### config.mk
export PLATFORM = sky130hd
export DESIGN_NAME = tcdm_bank
export DESIGN_NICKNAME = d
export VERILOG_FILES = /design/src/design/tcdm_pkg.sv /design/src/design/tcdm_bank.sv
export VERILOG_INCLUDE_DIRS = /design/src /design/src/design
export SDC_FILE = /design/constraint.sdc
export NUM_CORES = 2
export LEC_CHECK = 0
export BUFFER_PORTS_ARGS = -buffer_cell sky130_fd_sc_hd__buf_4
export CAP_MARGIN = 40
export CELL_PAD_IN_SITES_DETAIL_PLACEMENT = 1
export CELL_PAD_IN_SITES_GLOBAL_PLACEMENT = 2
export CORE_MARGIN = 3
export CORE_UTILIZATION = 30
export CTS_BUF_LIST = sky130_fd_sc_hd__clkbuf_4 sky130_fd_sc_hd__clkbuf_8 sky130_fd_sc_hd__clkbuf_16
export CTS_CLUSTER_SIZE = 40
export DETAILED_ROUTE_END_ITERATION = 8
export GPL_TIMING_DRIVEN = 1
export PLACE_DENSITY = 0.62
export SLEW_MARGIN = 10
export SYNTH_ARGS = -nofsm -noshare
export SYNTH_HDL_FRONTEND = slang
export SYNTH_SLANG_ARGS = --single-unit
### constraint.sdc
create_clock -name clk_i -period 4.4 [get_ports clk_i]
set_clock_uncertainty 0.05 [all_clocks]
set_input_delay 0 -clock clk_i [delete_from_list [all_inputs] [get_ports clk_i]]
set_output_delay 0 -clock clk_i [all_outputs]
set_load 0.02 [all_outputs]
### src/design/tcdm_defines.svh
// Subsystem sizes: TCDM_NB_IN_CHAN must be a multiple of TCDM_NB_OUT_CHAN and TCDM_DW must stay 32.
`ifndef TCDM_DEFINES_SVH
`define TCDM_DEFINES_SVH

// Number of virtual load/store channels entering the multiplexer.
`define TCDM_NB_IN_CHAN 4

// Number of memory ports, which is also the number of banks.
`define TCDM_NB_OUT_CHAN 2

// Data word width in bits.
// The byte offset field of the address is two bits wide, so 32 is the only width that fits.
`define TCDM_DW 32

// Byte address width seen by every channel.
`define TCDM_AW 16

// Depth of each bank in words, a power of two.
`define TCDM_BANK_WORDS 64

// Width of the row index that selects a word inside one bank.
`define TCDM_ROW_W $clog2(`TCDM_BANK_WORDS)

`endif
### src/design/tcdm_pkg.sv
// Shared word and address types; the address layout assumes 4-byte words and a power-of-two bank.
`include "tcdm_defines.svh"

package tcdm_pkg;

  // One data word as carried on every channel and memory port.
  typedef logic [`TCDM_DW-1:0] data_t;

  // Byte enables, one bit per byte of data_t.
  typedef logic [`TCDM_DW/8-1:0] strb_t;

  // Field view of a byte address.
  // The upper part is ignored by the banks, so addresses above one bank alias.
  typedef struct packed {
    logic [`TCDM_AW-`TCDM_ROW_W-3:0] unused;
    logic [`TCDM_ROW_W-1:0]          row;
    logic [1:0]                      offs;
  } addr_fields_t;

  // The multiplexer passes the raw address on untouched.
  // The bank reads the same bits through the field view to find its row.
  typedef union packed {
    logic [`TCDM_AW-1:0] raw;
    addr_fields_t        f;
  } addr_u;

endpackage

### src/design/tcdm_bank.sv
// Single-ported bank with a fixed one-cycle response; only the row field of the address is decoded.
`timescale 1ns/1ps
`include "tcdm_defines.svh"

module tcdm_bank (
  input  logic             clk_i,
  input  logic             rst_ni,
  input  logic             stall,
  input  logic             req,
  input  logic             wen,
  input  tcdm_pkg::addr_u  add,
  input  tcdm_pkg::strb_t  be,
  input  tcdm_pkg::data_t  data,
  output logic             gnt,
  output tcdm_pkg::data_t  r_data,
  output logic             r_valid
);

  // Storage array, one entry per row.
  tcdm_pkg::data_t mem_q [`TCDM_BANK_WORDS];

  // Row addressed by the current request.
  logic [`TCDM_ROW_W-1:0] row;

  // High in a cycle where a request is accepted.
  logic xfer;

  // Read word and response strobe for the cycle after the grant.
  tcdm_pkg::data_t r_data_q;
  logic            r_valid_q;

  // The bank is always ready unless held off from outside.
  assign gnt  = ~stall;
  assign xfer = req & gnt;
  assign row  = add.f.row;

  // Writes merge only the enabled bytes into the addressed word.
  // A read captures the whole word, and writes leave the last read data in place.
  always_ff @(posedge clk_i) begin
    if (xfer && !wen) begin
      for (int b = 0; b < `TCDM_DW / 8; b++) begin
        if (be[b]) begin
          mem_q[row][8*b+:8] <= data[8*b+:8];
        end
      end
    end
    if (xfer && wen) begin
      r_data_q <= mem_q[row];
    end
  end

  // Every accepted request, read or write, gets one response strobe.
  always_ff @(posedge clk_i or negedge rst_ni) begin
    if (!rst_ni) begin
      r_valid_q <= 1'b0;
    end else begin
      r_valid_q <= xfer;
    end
  end

  assign r_data  = r_data_q;
  assign r_valid = r_valid_q;

  // The response strobe follows a granted request by exactly one cycle.
  assert property (@(posedge clk_i) disable iff (!rst_ni) r_valid |-> $past(req && gnt))
    else $error("r_valid without a granted request in the previous cycle");

endmodule

## Yosys cells after proc, flatten, opt, wreduce, memory -nomap -nowiden

Memories as Yosys holds them, arrays and structs flattened. A register that Yosys moved wholly into a read port is not among the register bits.
Cells that the tools add are included.

- Register bits: 1
- Memory bits (writable): 2048
- Output and inout bits: 34
- Memories: 1

Memories:

| name | depth | bits a word | read ports | clocked after memory_dff | write ports | RTL line | source |
|---|---|---|---|---|---|---|---|
| mem_q | 64 | 32 | 1 | 1 | 1 | tcdm_bank.sv:20 | `` tcdm_pkg::data_t mem_q [`TCDM_BANK_WORDS]; `` |

- Muxes and demuxes: 12
- Bitwise logic cells: 2
- Reductions and logical operators: 3

Operator list:

| cell | count |
|---|---|
| $mux 1 | 12 |
| $logic_and 1x1->1 | 2 |
| $and 1x1->1 | 1 |
| $logic_not 1->1 | 1 |
| $not 1->1 | 1 |

## Depth between registers and ports, before layout

- Depth after elaboration: 5
- Mapped depth: 11
- Gate-level depth less buffers: 6

## Worst setup path before layout

No wires, ideal clock.

- Path kind: input to register
- From: in add[4] in the netlist's numbering
- To: mem mem_q[59][0] in the netlist's numbering, enable pin
- Library setup time: 0.370 ns
- Arrival time: 1.720 ns
- Data required time: 3.980 ns
- Slack: 2.260 ns
- Cell stages on the path: 8
- Buffers on the path: 5
- Cell sequence: buf_4 > buf_4 > buf_2 > buf_2 > buf_2 > nor2_1 > nand2_1 > nor2_1

RTL lines:

| what | RTL line | source |
|---|---|---|
| start, declared | tcdm_bank.sv:11 | `input tcdm_pkg::addr_u add,` |
| end, declared | tcdm_bank.sv:20 |  |

No word-level cell before the write port.

## Worst setup path after layout

- From: in stall
- To: mem mem_q[10][9] in the netlist's numbering, enable pin

- Word-level cells in the longest chain between the ends: 5

Ends and longest elaborated chain:

| what | RTL line | source |
|---|---|---|
| start, declared | tcdm_bank.sv:8 | `input logic stall,` |
| $not 1->1 | tcdm_bank.sv:33 | `assign gnt = ~stall;` |
| $and 1x1->1 | tcdm_bank.sv:34 | `assign xfer = req & gnt;` |
| net xfer | tcdm_bank.sv:26 | `logic xfer;` |
| $logic_and 1x1->1 | tcdm_bank.sv:40 | `if (xfer && !wen) begin` |
| $mux 1 | tcdm_bank.sv:40 |  |
| $mux 1 (implied by the code) | tcdm_bank.sv:43 | `mem_q[row][8*b+:8] <= data[8*b+:8];` |

The timed path passes the listed nets, and every way through them passes these cells.

==> reports/qor.txt <==
========================================================================================
Sequential share of the synthesized area                                           0.784
Non-filler cells, final                                                             8679
Num ports                                                                             91
Total of max-cap violations                                                            0
Detailed placer's ending HPWL                                                     187 mm
Root Driver                                                                 sky130_fd_sc_hd__clkbuf_16
Floorplan die area                                                            272000 um2
Final Worst Setup Slack                                                          1250 ps
Final min period                                                                 3150 ps
Number of sinks driven by the clock tree                                            2081
Number of enable flip-flop cells after synthesis                                    2080
Ys async rst share                                                              0.000481
Worst r2r src                                                               mem_q[28][1]$_DFFE_PP_
Pre-antenna DRT Iters                                                                  7
Horiz. Die Dim                                                                    521 um
Number of H-tree branching levels                                                      4
Vertical die dimension                                                            521 um
Clock tree buffer depth                                                                3
Final setup violation count                                                            0
Register-to-Register Path Depth                                                        5
Highest ir drop seen on vdd                                                     0.416 mV
Worst Setup SP                                                                     stall
WL/cell                                                                          32.8 um
Area of the core                                                              263000 um2
Number of vias per cell                                                             5.51
Count of unresolved DRC violations after routing                                       0
All-layer global routing usage                                                     0.205
Post-CTS Setup Repair Bufs                                                             0
Run status                                                                  complete, no violations
Via count of the first global-routing pass                                         48.0k
Total power                                                                     0.0417 W
Worst-skew pair later-pin latency                                                 840 ps
Xor/xnor cell area share of the yosys netlist                                          0
Area share of and/or/nand/nor cells after synthesis                               0.0324
Share of synthesized area spent on multiplexers                                   0.0571
Antenna violations before repair                                                      42
Unrepaired setup endpoints after global routing                                    false
Mean instance size in the synthesized netlist                                   17.6 um2
Gp weighted congestion                                                             0.866
End of the worst register-to-register path                                  r_data[1]$_DFFE_PP_
FF+latch count, synth                                                               2081
Synthesized Nets                                                                    4580
Final Slew Violations                                                                  0
Worst-path clk slew                                                                60 ps
Final number of hold-violating endpoints                                               0
Overall via count from detail_route                                                47.8k
Compound-Gate Fraction of Synth Area                                               0.106
Leak pwr                                                                         29.9 nW
Predominant post-synthesis flop cell                                        sky130_fd_sc_hd__edfxtp_1
Fin nets                                                                            5034
Number of buffers inserted during clock tree synthesis                               209
Capture point of the worst path                                             mem_q[10][9]$_DFFE_PP_
Portion of the clock cycle consumed by the worst path in the final layout          0.717
Total global routing overflow                                                          0
Total negative slack for setup checks                                               0 ps
Number of cells in the design after placement                                       8235
Type of the setup path with the least slack                                       in2reg
Worst-case headroom to the max-slew limit                                          0.384
Synthesis warning total                                                                0
Actual slew at the worst max-slew pin                                             921 ps
Count of distinct cell types in the synthesized netlist                               50
Post-placement setup slack                                                        900 ps
Share of cells above drive strength 1                                              0.199
Combinational family with the most area after synthesis                     compound AO/OA/AOI/OAI gates
Growth of design area from synthesis to finish                                     18.3%
Detail Route Antenna Nets                                                              0
Maximum net fanout on the critical path                                               31
R2R setup slack                                                                  1770 ps
Synthesized instance count                                                          4523
Post-Synthesis Cell Area                                                       79700 um2
Site row count                                                                       188
Type of origin of the critical path                                           input port
Critical Path RT                                                                 4820 ps
Starting density of the core                                                       0.303
Power density normalized to cell area                                         443 nW/um2
Count of routing violations after the opening detailed-route iteration              6069
CTS tree                                                                           built
Endpoint type of the worst setup path                                          flip-flop
Class of the tightest hold or removal check                                       in2reg
Pin count of the biggest net entering global routing                                  86
Synthesized-area fraction occupied by adder cells                                      0
WL final                                                                          285 mm
Maximum clock frequency                                                          317 MHz
First-pass GRT wire length                                                        392 mm
Port bufs                                                                             80
Arrival @ worst endpoint                                                         3570 ps
========================================================================================
what timing repair did:
item	CTS	global route
gates resized for setup	0	0
endpoints found under the hold margin	2169	0
hold buffers	44	0
cell usage in the layout (no fill, tap or decap), drive strengths merged, types with 15 or more instances in the layout:
master       count
dlygate4sd3     44
a22o            43
o22ai          163
nor2           395
a211oi          31
a211o           27
or4             15
diode           15
a31oi           15
mux2i          210
clkinv         101
o221ai          45
clkbuf         254
a221oi         199
nor4            15
o21ai           74
mux2            15
nor2b           15
edfxtp        2080
a22oi          362
buf            540
mux4           101
a21oi           92
nand2          154
synthesized netlist by cell type (6+ instances only):
master | instances | share of area
sky130_fd_sc_hd__a211o_1 | 27 | 0.0030
sky130_fd_sc_hd__o22ai_1 | 163 | 0.013
sky130_fd_sc_hd__nor2_1 | 395 | 0.019
sky130_fd_sc_hd__nor2b_1 | 15 | 0.0012
sky130_fd_sc_hd__or4_1 | 15 | 0.0014
sky130_fd_sc_hd__o21ai_1 | 7 | 0.00044
sky130_fd_sc_hd__a22oi_1 | 362 | 0.034
sky130_fd_sc_hd__a221oi_1 | 199 | 0.022
sky130_fd_sc_hd__a211oi_1 | 31 | 0.0029
sky130_fd_sc_hd__nand3_1 | 7 | 0.00044
sky130_fd_sc_hd__mux2i_1 | 210 | 0.026
sky130_fd_sc_hd__nor4_1 | 15 | 0.0012
sky130_fd_sc_hd__o32a_1 | 14 | 0.0018
sky130_fd_sc_hd__and2_1 | 6 | 0.00047
sky130_fd_sc_hd__o211ai_1 | 13 | 0.0012
sky130_fd_sc_hd__a222oi_1 | 14 | 0.0018
sky130_fd_sc_hd__clkbuf_1 | 167 | 0.0079
sky130_fd_sc_hd__nand2_1 | 154 | 0.0073
sky130_fd_sc_hd__mux2_2 | 15 | 0.0021
sky130_fd_sc_hd__buf_4 | 24 | 0.0023
sky130_fd_sc_hd__a31oi_1 | 15 | 0.0012
sky130_fd_sc_hd__a22o_1 | 43 | 0.0047
sky130_fd_sc_hd__buf_2 | 107 | 0.0067
sky130_fd_sc_hd__a21oi_1 | 92 | 0.0058
sky130_fd_sc_hd__buf_6 | 9 | 0.0013
sky130_fd_sc_hd__o31ai_1 | 14 | 0.0013
sky130_fd_sc_hd__edfxtp_1 | 2080 | 0.78
sky130_fd_sc_hd__o2111ai_1 | 14 | 0.0015
sky130_fd_sc_hd__o22a_1 | 13 | 0.0014
sky130_fd_sc_hd__mux4_2 | 101 | 0.029
sky130_fd_sc_hd__o221ai_1 | 45 | 0.0049
sky130_fd_sc_hd__o21ai_0 | 67 | 0.0042
sky130_fd_sc_hd__buf_1 | 34 | 0.0016
cells by family after synthesis:
family,after synthesis
DFF,2081
and+or+nand+nor,629
muxes,326
AOI/OAI and AO/OA,1142
buffers and inverters,345
routing by layer:
metal,track usage,vias to the layer above,share of wire
li1,-,19600,-
met1,0.285,25700,0.42
met2,0.323,2097,0.46
met3,0.0420,411,0.083
met4,0.0628,12,0.032
met5,0.00316,-,0.00028
area by class of cell:
class	instances	area (um2)
Clock buffer	254	5600
Tap cell	3515	4400
Fill cell	26300	169000
Clock inverter	129	1050
Inverter	4	21.3
Timing Repair Buffer	584	4870
Antenna cell	15	37.5
Multi-Input combinational cell	2097	15700
Sequential cell	2081	62500
registers in the layout, summed over array words and instances (netlist names):
| signal | cells |
|---|---|
| mem_q | 2048 |
| r_data | 32 |
| r_valid | 1 |
where the power goes:
group / leakage (nW) / internal (W) / switching (W)
combinational: 7.88 / 0.000645 / 0.00166
clock: 3.32 / 0.00986 / 0.00764
sequential: 18.7 / 0.0219 / 0.0000282
worst max-delay path, cell delays in order:
cell and delay, ps:
sky130_fd_sc_hd__dlygate4sd3_1 540, sky130_fd_sc_hd__buf_4 140, sky130_fd_sc_hd__dlygate4sd3_1 550, sky130_fd_sc_hd__nor2b_1 170, sky130_fd_sc_hd__nor2b_1 410, sky130_fd_sc_hd__nand2_2 500
sky130_fd_sc_hd__buf_4 460, sky130_fd_sc_hd__nor2_1 730
stage by stage:
| stage | hold slack, ps | utilization | cell area (um2) |
|---|---|---|---|
| finish | 81.8 | 0.358 | 94200 |
| global route | 75.2 | 0.358 | 94200 |
| CTS | 46.3 | 0.358 | 94100 |
| detailed placement | -275 | 0.331 | 87000 |
| global placement | -275 | 0.329 | 86700 |
| floorplan | -346 | - | 79700 |
how the worst min path moves through the flow:
stage	from	end	slack, ps	cells past startpoint
finish	add[3]	r_data[31]$_DFFE_PP_	80	6
global route	be[3]	mem_q[24][30]$_DFFE_PP_	80	3
CTS	add[3]	r_data[31]$_DFFE_PP_	50	6
detailed placement	rst_ni	r_valid$_DFF_PN0_	-270	1
global placement	rst_ni	r_valid$_DFF_PN0_	-270	1
floorplan	rst_ni	r_valid$_DFF_PN0_	-350	0
Note: power is estimated with default switching activity, not from simulation.
